==> config.mk <==
export PLATFORM = sky130hd
export DESIGN_NAME = cqtTop
export DESIGN_NICKNAME = d
export VERILOG_FILES = /design/src/hdl/cqtPkg.sv /design/src/hdl/cqtTop.sv /design/src/hdl/octaveBank.sv /design/src/hdl/sampleWindow.sv /design/src/hdl/octaveScheduler.sv /design/src/hdl/opSequencer.sv /design/src/hdl/trigRom.sv
export SDC_FILE = /design/constraint.sdc
export NUM_CORES = 2
export LEC_CHECK = 0
export ABC_AREA = 0
export BUFFER_PORTS_ARGS = -buffer_cell sky130_fd_sc_hd__clkbuf_2
export CORE_ASPECT_RATIO = 0.5
export CORE_MARGIN = 2
export CORE_UTILIZATION = 45
export DETAILED_ROUTE_END_ITERATION = 7
export PLACE_DENSITY = 0.73
export SYNTH_ARGS = -nofsm -noshare
export SYNTH_HDL_FRONTEND = slang
export SYNTH_SLANG_ARGS = --single-unit
==> constraint.sdc <==
create_clock -name clk -period 8.1 [get_ports clk]
set_clock_uncertainty 0.05 [all_clocks]
set_input_delay 1.215 -clock clk [delete_from_list [all_inputs] [get_ports clk]]
set_output_delay 1.215 -clock clk [all_outputs]
set_load 0.02 [all_outputs]
==> src/hdl/trigTable.mem <==
// Line bin*8+pos, 5 hex digits: signed 10-bit sine in bits 19:10, signed 10-bit cosine in 9:0
001ff
5a569
7fc00
5a697
00201
a5e97
80400
a5d69
001ff
7fc00
00201
80400
001ff
7fc00
00201
80400
001ff
5a697
80400
5a569
00201
a5d69
7fc00
a5e97
001ff
00201
001ff
00201
001ff
00201
001ff
00201

==> src/hdl/cqtPkg.sv <==
/* Sizes and shared types of the multi-octave sliding DFT.
   Octave o carries SampleWidth+o bit samples over a window of TopWindow>>o. */
package cqtPkg;

    localparam int BinsPerOctave = 4;
    localparam int OctaveCount = 3;
    localparam int SampleWidth = 12;    // Top octave input width
    localparam int TopWindow = 16;      // Halved for each lower octave
    localparam int TrigWidth = 10;
    localparam int TrigPositions = 8;   // Table entries per bin

    // Index widths
    localparam int BinWidth = $clog2(BinsPerOctave);
    localparam int OctaveWidth = $clog2(OctaveCount);
    localparam int PosWidth = $clog2(TrigPositions);

    // Covers the running sums of the lowest, widest octave
    localparam int MagWidth = 2 * SampleWidth + OctaveCount + 4;
    localparam int TotalBins = BinsPerOctave * OctaveCount;

    typedef logic signed [TrigWidth-1:0] trigWord;
    typedef logic [MagWidth-1:0] magWord;

    typedef logic [BinWidth-1:0] binIndex;
    typedef logic [OctaveWidth-1:0] octaveIndex;
    typedef logic [PosWidth-1:0] tablePos;

endpackage
==> src/hdl/cqtTop.sv <==
/* Multi-octave sliding DFT top. One sample per ready/sampleReady handshake, 26 cycles to done.
   magnitudes holds the lowest octave first, BinsPerOctave entries per octave. */
module cqtTop
    import cqtPkg::*;
(
    input  logic clk,
    input  logic rst,
    input  logic sampleReady,
    input  logic signed [SampleWidth-1:0] sample,
    output logic ready,
    output logic done,
    output magWord magnitudes [TotalBins]
);

    octaveIndex octave;
    binIndex bin;
    logic addPass;
    logic writeSample;
    logic passActive;
    logic [OctaveCount-1:0] octaveEnable;
    tablePos posByOctave [OctaveCount];
    trigWord sinWord;
    trigWord cosWord;

    opSequencer sequencer (.clk, .rst, .sampleReady, .ready, .writeSample, .addPass,
                           .done, .octave, .bin);

    octaveScheduler scheduler (.clk, .rst, .advance(done), .octaveEnable);

    // Only the active octave addresses the ROM
    trigRom rom (.bin, .pos(posByOctave[octave]), .sinWord, .cosWord);

    // Octave index sits at 0 while idle, so banks are held off outside the passes
    assign passActive = !(ready || writeSample || done);

    for (genvar o = 0; o < OctaveCount; o++)
    begin : gOctave
        typedef logic signed [SampleWidth+o-1:0] octSample;
        localparam int Depth = TopWindow >> o;
        localparam int Base = (OctaveCount - 1 - o) * BinsPerOctave;

        octSample windowIn, newest, second, oldest;
        logic signed [SampleWidth+o:0] decimated;   // Unread below the last octave
        logic bankEnable;
        logic windowWrite;

        if (o == 0)
        begin : gFirst
            assign windowIn = sample;
        end
        else
        begin : gChain
            assign windowIn = gOctave[o-1].decimated;
        end

        assign bankEnable = octaveEnable[o] && (octave == octaveIndex'(o)) && passActive;
        assign windowWrite = octaveEnable[o] && writeSample;

        sampleWindow #(.sampleType(octSample), .depth(Depth)) window (
            .clk, .rst, .write(windowWrite), .newSample(windowIn), .newest, .second, .oldest);

        octaveBank #(.sampleType(octSample), .depth(Depth)) bank (
            .clk, .rst, .enable(bankEnable), .addPass, .bin, .sinWord, .cosWord,
            .newest, .second, .oldest, .tablePos(posByOctave[o]), .decimated,
            .magnitude(magnitudes[Base:Base+BinsPerOctave-1]));

        // Sums must never see the window move under them
        assert property (@(posedge clk) disable iff (rst) !(bankEnable && windowWrite));
    end

endmodule

==> src/hdl/octaveBank.sv <==
/* Running sine and cosine sums and magnitudes for the bins of one octave.
   One bin per enabled cycle; magnitude is registered in the add pass from the post-subtract sums. */
module octaveBank
    import cqtPkg::*;
#(
    parameter type sampleType = logic signed [SampleWidth-1:0],
    parameter int depth = TopWindow
)
(
    input  logic clk,
    input  logic rst,
    input  logic enable,
    input  logic addPass,
    input  binIndex bin,
    input  trigWord sinWord,
    input  trigWord cosWord,
    input  sampleType newest,
    input  sampleType second,
    input  sampleType oldest,
    output cqtPkg::tablePos tablePos,
    output logic signed [$bits(sampleType):0] decimated,
    output magWord magnitude [BinsPerOctave]
);

    // Headroom for a window of products plus residue left by unmatched table positions
    localparam int SumWidth = $bits(sampleType) + TrigWidth + $clog2(depth) + 4;

    typedef logic signed [SumWidth-1:0] sumWord;

    cqtPkg::tablePos addPos [BinsPerOctave];
    cqtPkg::tablePos subPos [BinsPerOctave];
    sumWord sinSum [BinsPerOctave];
    sumWord cosSum [BinsPerOctave];
    sampleType operand;
    sumWord sinProd;
    sumWord cosProd;
    logic [SumWidth-1:0] absSin;
    logic [SumWidth-1:0] absCos;
    magWord magNext;

    function automatic cqtPkg::tablePos nextPos(cqtPkg::tablePos pos);
        return (pos == cqtPkg::tablePos'(TrigPositions - 1)) ? '0 : pos + 1'b1;
    endfunction

    assign tablePos = addPass ? addPos[bin] : subPos[bin];

    always_comb
    begin
        operand = addPass ? newest : oldest;    // Entering or leaving sample
        sinProd = sumWord'(operand) * sumWord'(sinWord);
        cosProd = sumWord'(operand) * sumWord'(cosWord);
        absSin = sinSum[bin][SumWidth-1] ? -sinSum[bin] : sinSum[bin];
        absCos = cosSum[bin][SumWidth-1] ? -cosSum[bin] : cosSum[bin];
        // Max plus half of min
        if (absSin > absCos)
            magNext = MagWidth'(absSin) + MagWidth'(absCos >> 1);
        else
            magNext = MagWidth'(absCos) + MagWidth'(absSin >> 1);
    end

    always_ff @(posedge clk)
    begin
        if (rst)
        begin
            addPos <= '{default: '0};
            subPos <= '{default: '0};
            sinSum <= '{default: '0};
            cosSum <= '{default: '0};
            magnitude <= '{default: '0};
        end
        else if (enable && addPass)
        begin
            sinSum[bin] <= sinSum[bin] + sinProd;
            cosSum[bin] <= cosSum[bin] + cosProd;
            magnitude[bin] <= magNext;
            addPos[bin] <= nextPos(addPos[bin]);
        end
        else if (enable)
        begin
            sinSum[bin] <= sinSum[bin] - sinProd;
            cosSum[bin] <= cosSum[bin] - cosProd;
            subPos[bin] <= nextPos(subPos[bin]);
        end
    end

    // Pair of newest samples feeds the octave below
    assign decimated = newest + second;

endmodule

==> src/hdl/sampleWindow.sv <==
/* Shift-register window of one octave, depth samples long.
   Tap 0 is the newest sample; the oldest tap is still inside the window. */
module sampleWindow
    import cqtPkg::*;
#(
    parameter type sampleType = logic signed [SampleWidth-1:0],
    parameter int depth = TopWindow
)
(
    input  logic clk,
    input  logic rst,
    input  logic write,
    input  sampleType newSample,
    output sampleType newest,
    output sampleType second,
    output sampleType oldest
);

    sampleType taps [depth];

    always_ff @(posedge clk)
    begin
        if (rst)
            taps <= '{default: '0};
        else if (write)
        begin
            taps[0] <= newSample;
            for (int i = 1; i < depth; i++)
                taps[i] <= taps[i-1];
        end
    end

    assign newest = taps[0];
    assign second = taps[1];
    assign oldest = taps[depth-1];

endmodule

==> src/hdl/octaveScheduler.sv <==
/* Octave enables for the current sample, stepped on each done pulse.
   Octave o >= 1 runs when the sample count since reset is a multiple of 2**o. */
module octaveScheduler
    import cqtPkg::*;
(
    input  logic clk,
    input  logic rst,
    input  logic advance,
    output logic [OctaveCount-1:0] octaveEnable
);

    logic [OctaveCount-2:0] prevCount;
    logic [OctaveCount-2:0] curCount;

    always_ff @(posedge clk)
    begin
        if (rst)
        begin
            prevCount <= '1;    // Stands for sample -1, so sample 0 enables all
            curCount <= '0;
        end
        else if (advance)
        begin
            prevCount <= curCount;
            curCount <= curCount + 1'b1;
        end
    end

    // A bit that falls from 1 to 0 marks a carry through it
    assign octaveEnable[0] = 1'b1;
    assign octaveEnable[OctaveCount-1:1] = prevCount & ~curCount;

    // Top octave always runs, and a lower octave only runs with the one above it
    assert property (@(posedge clk) disable iff (rst)
        octaveEnable[0] && ((octaveEnable >> 1) & ~octaveEnable) == '0);

endmodule

==> src/hdl/opSequencer.sv <==
/* Per-sample control FSM. A sample is taken when ready and sampleReady are both high;
   one write cycle, then a subtract and an add pass over all bins of each octave. */
module opSequencer
    import cqtPkg::*;
(
    input  logic clk,
    input  logic rst,
    input  logic sampleReady,
    output logic ready,
    output logic writeSample,
    output logic addPass,
    output logic done,
    output octaveIndex octave,
    output binIndex bin
);

    typedef enum logic [2:0] {waitState, writeState, subState, addState, doneState} seqState;

    seqState state;
    seqState nextState;
    logic lastBin;
    logic lastOctave;

    assign lastBin = (bin == binIndex'(BinsPerOctave - 1));
    assign lastOctave = (octave == octaveIndex'(OctaveCount - 1));

    always_ff @(posedge clk)
    begin
        if (rst)
            state <= waitState;
        else
            state <= nextState;
    end

    always_comb
    begin
        nextState = state;
        case (state)
            waitState:  if (sampleReady) nextState = writeState;
            writeState: nextState = subState;
            subState:   if (lastBin) nextState = addState;
            addState:   if (lastBin) nextState = lastOctave ? doneState : subState;
            doneState:  nextState = waitState;
            default:    nextState = waitState;
        endcase
    end

    assign ready = (state == waitState);
    assign writeSample = (state == writeState);
    assign addPass = (state == addState);
    assign done = (state == doneState);

    // Bin walks every pass, octave steps after its add pass
    always_ff @(posedge clk)
    begin
        if (rst)
        begin
            octave <= '0;
            bin <= '0;
        end
        else if (state == subState || state == addState)
        begin
            bin <= lastBin ? '0 : bin + 1'b1;
            if (state == addState && lastBin)
                octave <= lastOctave ? '0 : octave + 1'b1;  // Back to 0 for the next sample
        end
    end

    // Bin and octave wrap back to zero by the time the FSM idles
    assert property (@(posedge clk) disable iff (rst) ready |-> (bin == '0 && octave == '0));

    // Write strobe is a single-cycle event per sample
    assert property (@(posedge clk) disable iff (rst) writeSample |=> !writeSample);

endmodule

==> src/hdl/trigRom.sv <==
/* Combinational sine and cosine ROM shared by all octaves.
   Loads hdl/trigTable.mem relative to the run directory, sine in the upper half of a line. */
module trigRom
    import cqtPkg::*;
(
    input  binIndex bin,
    input  tablePos pos,
    output trigWord sinWord,
    output trigWord cosWord
);

    localparam int Entries = BinsPerOctave * TrigPositions;

    logic [2*TrigWidth-1:0] romData [Entries];
    logic [2*TrigWidth-1:0] romWord;

    initial
    begin
        $readmemh("/design/src/hdl/trigTable.mem", romData);
    end

    // Line number is bin * TrigPositions + pos
    assign romWord = romData[{bin, pos}];

    assign sinWord = trigWord'(romWord[2*TrigWidth-1:TrigWidth]);
    assign cosWord = trigWord'(romWord[TrigWidth-1:0]);

endmodule

======== After elaboration in Yosys (flattened, before gate mapping) ========
Cells that the tools add are included.
operators by class
  bitwise gates (word level) .............. 3
  $mul .................................... 6
  shift operators ......................... 0
  magnitude comparators ................... 5
  reduce and logical (&&, ||, !) cells .... 23
  div/mod/pow operators ................... 0
  mux-type cells .......................... 68
  add/subtract/negate cells ............... 29
  equal/unequal tests ..................... 10
operators by type and width
  kind                                                                    count
  120-bit bitwise mux                                                     12
  120-bit two-way mux                                                     12
  30-bit two-way mux                                                      19
  124-bit bitwise mux                                                     3
  30-bit binary-select mux with 2-bit select                              6
  30-bit by 29-bit adder with 31-bit output                               6
  30-bit adder                                                            6
  30-bit negation                                                         6
  30-bit subtractor                                                       6
  31-bit two-way mux                                                      4
  30-bit > comparator                                                     3
  31-bit demux with 2-bit select                                          1
  30-bit demux with 2-bit select                                          1
  14-bit by 10-bit multiplier with 24-bit output (second input constant)  2
  13-bit by 10-bit multiplier with 23-bit output (second input constant)  2
  12-bit by 10-bit multiplier with 22-bit output (second input constant)  2
  13-bit by 13-bit adder with 14-bit output                               1
  14-bit two-way mux                                                      1
  12-bit by 12-bit adder with 13-bit output                               1
  13-bit two-way mux                                                      1
  1-bit logical AND                                                       12
  12-bit two-way mux                                                      1
  3-bit two-way mux                                                       4
  3-bit one-hot mux with 4 select lines                                   1
  other kinds (21)                                                        31
storage, ports and cells
  word-level logic and storage cells ...... 213
  bits in registers ....................... 1455
  bits in read-only memories .............. 0
  output and inout bits ................... 374
  memory bits (writable) .................. 0
  bits in latches ......................... 0
  memories ................................ 0

======== Longest topological paths before layout ========
  word-level depth ........................ 9
  mapped depth ............................ 33
  gate-level depth less buffers ........... 23

======== Hierarchy ========
From an unflattened synthesis, not the netlist that was laid out.
second synthesis, totals
  cell total of the unflattened synthesis .. 14895
  area, all modules ....................... 124468.1 um^2
modules (own cells, without submodules)
  module                            cells each  times used  area an instance (um^2)  seq. area each (um^2)
  octaveBank (gOctave[2].bank)      4578        1           37219.4                  7767.4
  octaveBank (gOctave[1].bank)      4541        1           36870.4                  7767.4
  octaveBank (gOctave[0].bank)      4434        1           35972.0                  7767.4
  sampleWindow (gOctave[0].window)  655         1           7270.7                   3843.7
  sampleWindow (gOctave[1].window)  375         1           4000.1                   2082.0
  sampleWindow (gOctave[2].window)  222         1           2329.7                   1121.1
  opSequencer                       36          1           355.3                    140.1
  octaveScheduler                   17          1           168.9                    80.1
  trigRom                           21          1           153.9                    0.0
  cqtTop                            16          1           127.6                    0.0

======== Least setup slack after synthesis ========
OpenSTA, ideal clock, no wires.
  kind .................................... register -> register
  start point ............................. register sequencer.bin[0]
  end point ............................... register gOctave[0].bank.magnitude[119] (netlist bit)
  required time ........................... 7.976 ns
  data arrival time ....................... 6.862 ns
  cell stages (with the launch flop) ...... 34
  setup slack ............................. 1.113 ns
  period minus slack after synthesis ...... 6.987 ns
  cell sequence ........................... dfxtp_1 > buf_6 > buf_8 > buf_8 > buf_6 > buf_6 > buf_6 > buf_4 > buf_4 > buf_4 > buf_4 > buf_2 > buf_4 > mux2i_1 > nand2_1 > o21ai_0 > ha_1 > inv_1 > fa_1 > nor2b_1 > o21ai_0 > nand2b_1 > a21oi_1 > maj3_1 > o21ai_0 > o2111ai_1 > a21o_1 > maj3_1 > o31ai_1 > a31o_2 > a21oi_1 > xor2_1 > mux2_2 > o21ai_0
between the ends
  word-level cells in the longest chain between the ends .. 9
  elaborated cells between the ends (all ways) .. 21
  those cells by class .................... add/sub (4); order compare (3); mux (12); bitwise (1); reduce/logical (1)
RTL lines
  element                                                            RTL line                            source
  from (decl)                                                        opSequencer.sv:14                   output binIndex bin
  from (signal assigned)                                             opSequencer.sv:63                   bin <= lastBin ? '0 : bin + 1'b1;
  2-bit inverter with 3-bit output *                                 -
  30-bit binary-select mux with 2-bit select (on tied branches)      octaveBank.sv:53, octaveBank.sv:52
  30-bit two-way mux (on tied branches) (2 in a row)                 octaveBank.sv:53, octaveBank.sv:52
  30-bit negation (on tied branches)                                 octaveBank.sv:53, octaveBank.sv:52
  30-bit two-way mux (on tied branches)                              octaveBank.sv:53, octaveBank.sv:52
  30-bit by 29-bit adder with 31-bit output (tied with other cells)  octaveBank.sv:58                    magNext = MagWidth'(absCos) + MagWidth'(absSin >> 1);
  31-bit two-way mux                                                 octaveBank.sv:55                    if (absSin > absCos)
  124-bit bitwise mux *                                              octaveBank.sv:75                    magnitude[bin] <= magNext;
  to (signal, indexed assignment)                                    octaveBank.sv:75
  to (decl)                                                          octaveBank.sv:22                    output magWord magnitude [BinsPerOctave]
Every way passes the cells marked *; elsewhere a longest branch is shown, timed or not. The select of a mux whose other input is x is not followed.
A chain may end at the register's enable or synchronous reset.

======== Worst setup path after layout ========
  start point ............................. register sequencer.bin[0]
  end point ............................... register gOctave[1].bank.magnitude[31] (netlist bit)
between the ends
  word-level cells in the longest chain between the ends .. 9
  elaborated cells between the ends (all ways) .. 21
  those cells by class .................... add/sub (4); order compare (3); mux (12); bitwise (1); reduce/logical (1)
RTL lines
  element                                                            RTL line
  2-bit inverter with 3-bit output *                                 -
  30-bit binary-select mux with 2-bit select (on tied branches)      octaveBank.sv:53, octaveBank.sv:52
  30-bit two-way mux (on tied branches) (2 in a row)                 octaveBank.sv:53, octaveBank.sv:52
  30-bit negation (on tied branches)                                 octaveBank.sv:53, octaveBank.sv:52
  30-bit two-way mux (on tied branches)                              octaveBank.sv:53, octaveBank.sv:52
  30-bit by 29-bit adder with 31-bit output (tied with other cells)  octaveBank.sv:58
  31-bit two-way mux                                                 octaveBank.sv:55
  124-bit bitwise mux *                                              octaveBank.sv:75
  to (signal, indexed assignment)                                    octaveBank.sv:75
  to (decl)                                                          octaveBank.sv:22
Marked as above.

==> results.sh <==
export IMPL_core_sq_mm=0.113
export IMPL_end_kind="register"
export IMPL_slew_limit_headroom_pct=18.0
export IMPL_power_switching_w=0.00235
export IMPL_cts_root_buf="clkbuf_16"
export IMPL_antennaDiodeCount=0
export IMPL_initial_core_util_pct=45.4
export IMPL_async_flop_share_pct=0
export IMPL_dieArea_sq_mm=0.117
export IMPL_ys_warn_count=0
export IMPL_drv_slew=0
export IMPL_worstSetupPathType="register to register"
export IMPL_critical_path_peak_fanout=40
export IMPL_cts_tree="done"
export IMPL_setup_ws_ps=809
export IMPL_p_comb_share_pct=2.7
export IMPL_fillers=9908
export IMPL_ctsResizeCount=0
export IMPL_synth_distinct_cells=98
export IMPL_setup_viol=0
export IMPL_p_leak_nw=24.6
export IMPL_first_pass_iters=5
export IMPL_seqPwrFrac_pct=51.0
export IMPL_worst_slew_pin_slew_ps=1230
export IMPL_post_cts_buffers=0
export IMPL_status="finished, final reports clean"
export IMPL_maxCapViolations=0
export IMPL_vias=39448
export IMPL_p_clk_share_pct=46.3
export IMPL_row_count=87
export IMPL_antenna_left=0
export IMPL_synthCells=5161
export IMPL_synth_area_per_cell_sq_um=9.92
export IMPL_switching_share_pct=22.3
export IMPL_timing_setup_tns_ps=0
export IMPL_finalCritPeriodShare_pct=90.0
export IMPL_fp_dieH_um=243
export IMPL_clk_latency_ps=720
export IMPL_cts_clk_slew_worst_paths_ps=70
export IMPL_p_int_w=0.00818
export IMPL_synth_top_cell_by_area="dfxtp_1"
export IMPL_grt_pass1_vias=39251
export IMPL_hold_buffers=0
export IMPL_rsz0062_at_grt="false"
export IMPL_vdd_drop_max_mv=0.168
export IMPL_grt_overflow_total=0
export IMPL_syn_to_final_growth_pct=14.2
export IMPL_vias_per_cell=5.55
export IMPL_finalHoldViolCount=0
export IMPL_finalNetCount=5719
export IMPL_p_per_area_mw_per_mm2=180
export IMPL_p_total_w=0.0105
export IMPL_hold_slack_ps=403
export IMPL_synth_area_sq_mm=0.0512
export IMPL_pre_cts_slack_ps=905
export IMPL_synth_flop_cell="dfxtp_1"
export IMPL_worstPathRequired_ps=8610
export IMPL_arrival_ps=7800
export IMPL_synth_edff_count=0
export IMPL_start_kind="register"
export IMPL_htreeDepth=3
export IMPL_synth_area_leaders="dfxtp_1, and2_1, mux4_2, xnor2_1, ha_1"
export IMPL_drtIter0Drc=2847
export IMPL_grt_total_usage_pct=23.9
export IMPL_clockBufferDepth=3
export IMPL_post_route_min_period_ps=7290
export IMPL_io_pins=389
export IMPL_wl_per_cell_um=20.1
export IMPL_grt_pass1_wl_um=224000
export IMPL_drive_above_1_share_pct=17.1
export IMPL_drc=0
export IMPL_synthesis_nets=5360
export IMPL_cts_buffers_inserted=93
export IMPL_gp_congestion=0.926
export IMPL_synth_seq_cells=1091
export IMPL_hold_class="register to register"
export IMPL_synth_top_area_share_pct=42.6
export IMPL_numPortBuffers=376
export IMPL_grt_max_degree=63
export IMPL_yosysSeqAreaShare_pct=42.6
export IMPL_antenna_found_initial=0
export IMPL_drt_total_wl_um=143000
export IMPL_dp_hpwl_um=103000
export IMPL_cts_sinks=1091
export IMPL_max_freq_ghz=0.137
export IMPL_die_w_um=481
-- cell usage after synthesis (29+ instances only) --
master / number
a21o_1: 60
buf_2: 30
o21ai_1: 31
xnor2_1: 326
a22o_1: 163
a31oi_1: 65
and2_1: 722
dfxtp_1: 1091
nor2_1: 172
nand2_1: 357
ha_1: 178
nand3_1: 37
a21oi_1: 220
mux2i_1: 52
o21ai_0: 306
o31ai_1: 29
xor2_1: 140
maj3_1: 34
clkbuf_1: 159
nor3_1: 58
nor2b_1: 39
inv_1: 204
nand2b_1: 41
mux4_2: 172
-- critical path: stages (launching register included) --
cell	delay, ps
dfxtp_4	650
buf_12	360
buf_4	230
mux4_2	580
nor3_1	560
nand3b_1	300
or3_1	500
or4_1	610
nor4_1	400
buf_4	220
ha_1	150
nand2_1	50
nor4b_1	250
nand4_1	280
a31oi_1	230
o22a_2	560
buf_12	250
mux2i_1	680
o21ai_0	210
-- final timing paths --
| path | from | endpoint | slack (ps) | cells after the start |
|---|---|---|---|---|
| worst max-delay path | sequencer.bin[0]$_SDFFE_PP0P_ | gOctave[1].bank.magnitude[31]$_SDFFE_PP0P_ | 810 | 18 |
| worst min-delay path | gOctave[0].bank.cosSum[39]$_SDFFE_PP0N_ | gOctave[0].bank.cosSum[39]$_SDFFE_PP0N_ | 400 | 1 |
| worst max register to register | sequencer.bin[0]$_SDFFE_PP0P_ | gOctave[1].bank.magnitude[31]$_SDFFE_PP0P_ | 810 | 18 |
| worst min register to register | gOctave[0].bank.cosSum[39]$_SDFFE_PP0N_ | gOctave[0].bank.cosSum[39]$_SDFFE_PP0N_ | 400 | 1 |
-- power groups by stage --
stage	registers [W]	logic, W	clock network (W)
after detailed placement	0.00549	0.000283	0
after floorplan	0.00549	0.000186	0
after global placement	0.00549	0.000282	0
after CTS	0.00537	0.000284	0.00493
final	0.00537	0.000281	0.00487
after global routing	0.00537	0.000302	0.00516
-- state kept, by name (all words and copies together) (netlist names) --
| signal | flops |
|---|---|
| gOctave.bank.cosSum | 360 |
| gOctave.bank.magnitude | 372 |
| sequencer.octave | 2 |
| scheduler.curCount | 2 |
| sequencer.bin | 2 |
| gOctave.bank.sinSum | 348 |
| scheduler.prevCount | 2 |
| sequencer.state | 3 |
-- final cells by class --
type | instances | area [sq um] | share of cell area, %
Clock inverter | 43 | 651 | 1.11
Multi-Input combinational cell | 3629 | 27700 | 47.4
Timing Repair Buffer | 498 | 2870 | 4.91
Tap cell | 1513 | 1890 | 3.24
Sequential cell | 1091 | 21800 | 37.4
Inverter | 207 | 777 | 1.33
Clock buffer | 127 | 2690 | 4.59
-- stage by stage --
stage,util [%],area [sq um],cells
detailed placement,48.9,55100,6938
global route,51.9,58500,7108
CTS,51.9,58500,7108
floorplan,-,51200,5161
global placement,48.9,55100,6938
finish,51.9,58500,7108
-- logic make-up after synthesis --
group / share of synthesized area [%]
simple gates: 16.8
compound gates: 14.1
flops: 42.6
xor+xnor: 8.24
buf+inv: 3.64
mux: 9.13
fa+ha+maj: 5.38
-- layout by cell type (no fill, tap or decap), types with 29 or more instances in the layout --
master,synthesis,layout
o21ai_0,306,306
o31ai_1,29,29
xor2_1,140,140
and2_1,722,722
dfxtp_1,1091,1089
mux4_2,172,172
nor2b_1,39,39
xnor2_1,326,326
a21o_1,60,60
maj3_1,34,34
nand3_1,37,37
a31oi_1,65,65
buf_4,13,116
nand2_1,357,357
inv_1,204,204
a21oi_1,220,198
mux2i_1,52,51
clkbuf_16,0,94
nand2b_1,41,41
nor2_1,172,170
ha_1,178,178
nor3_1,58,55
clkbuf_2,0,375
o21ai_1,31,31
a22o_1,163,163
-- per-layer routing --
layer,vias to the layer above,track usage [%],routed length [um]
li1,18783,-,-
met1,19286,32.7,64500
met2,1149,39.4,66500
met3,230,3.66,8250
met4,0,6.49,3320
met5,-,0,0
(Power assumes the default switching activity.)
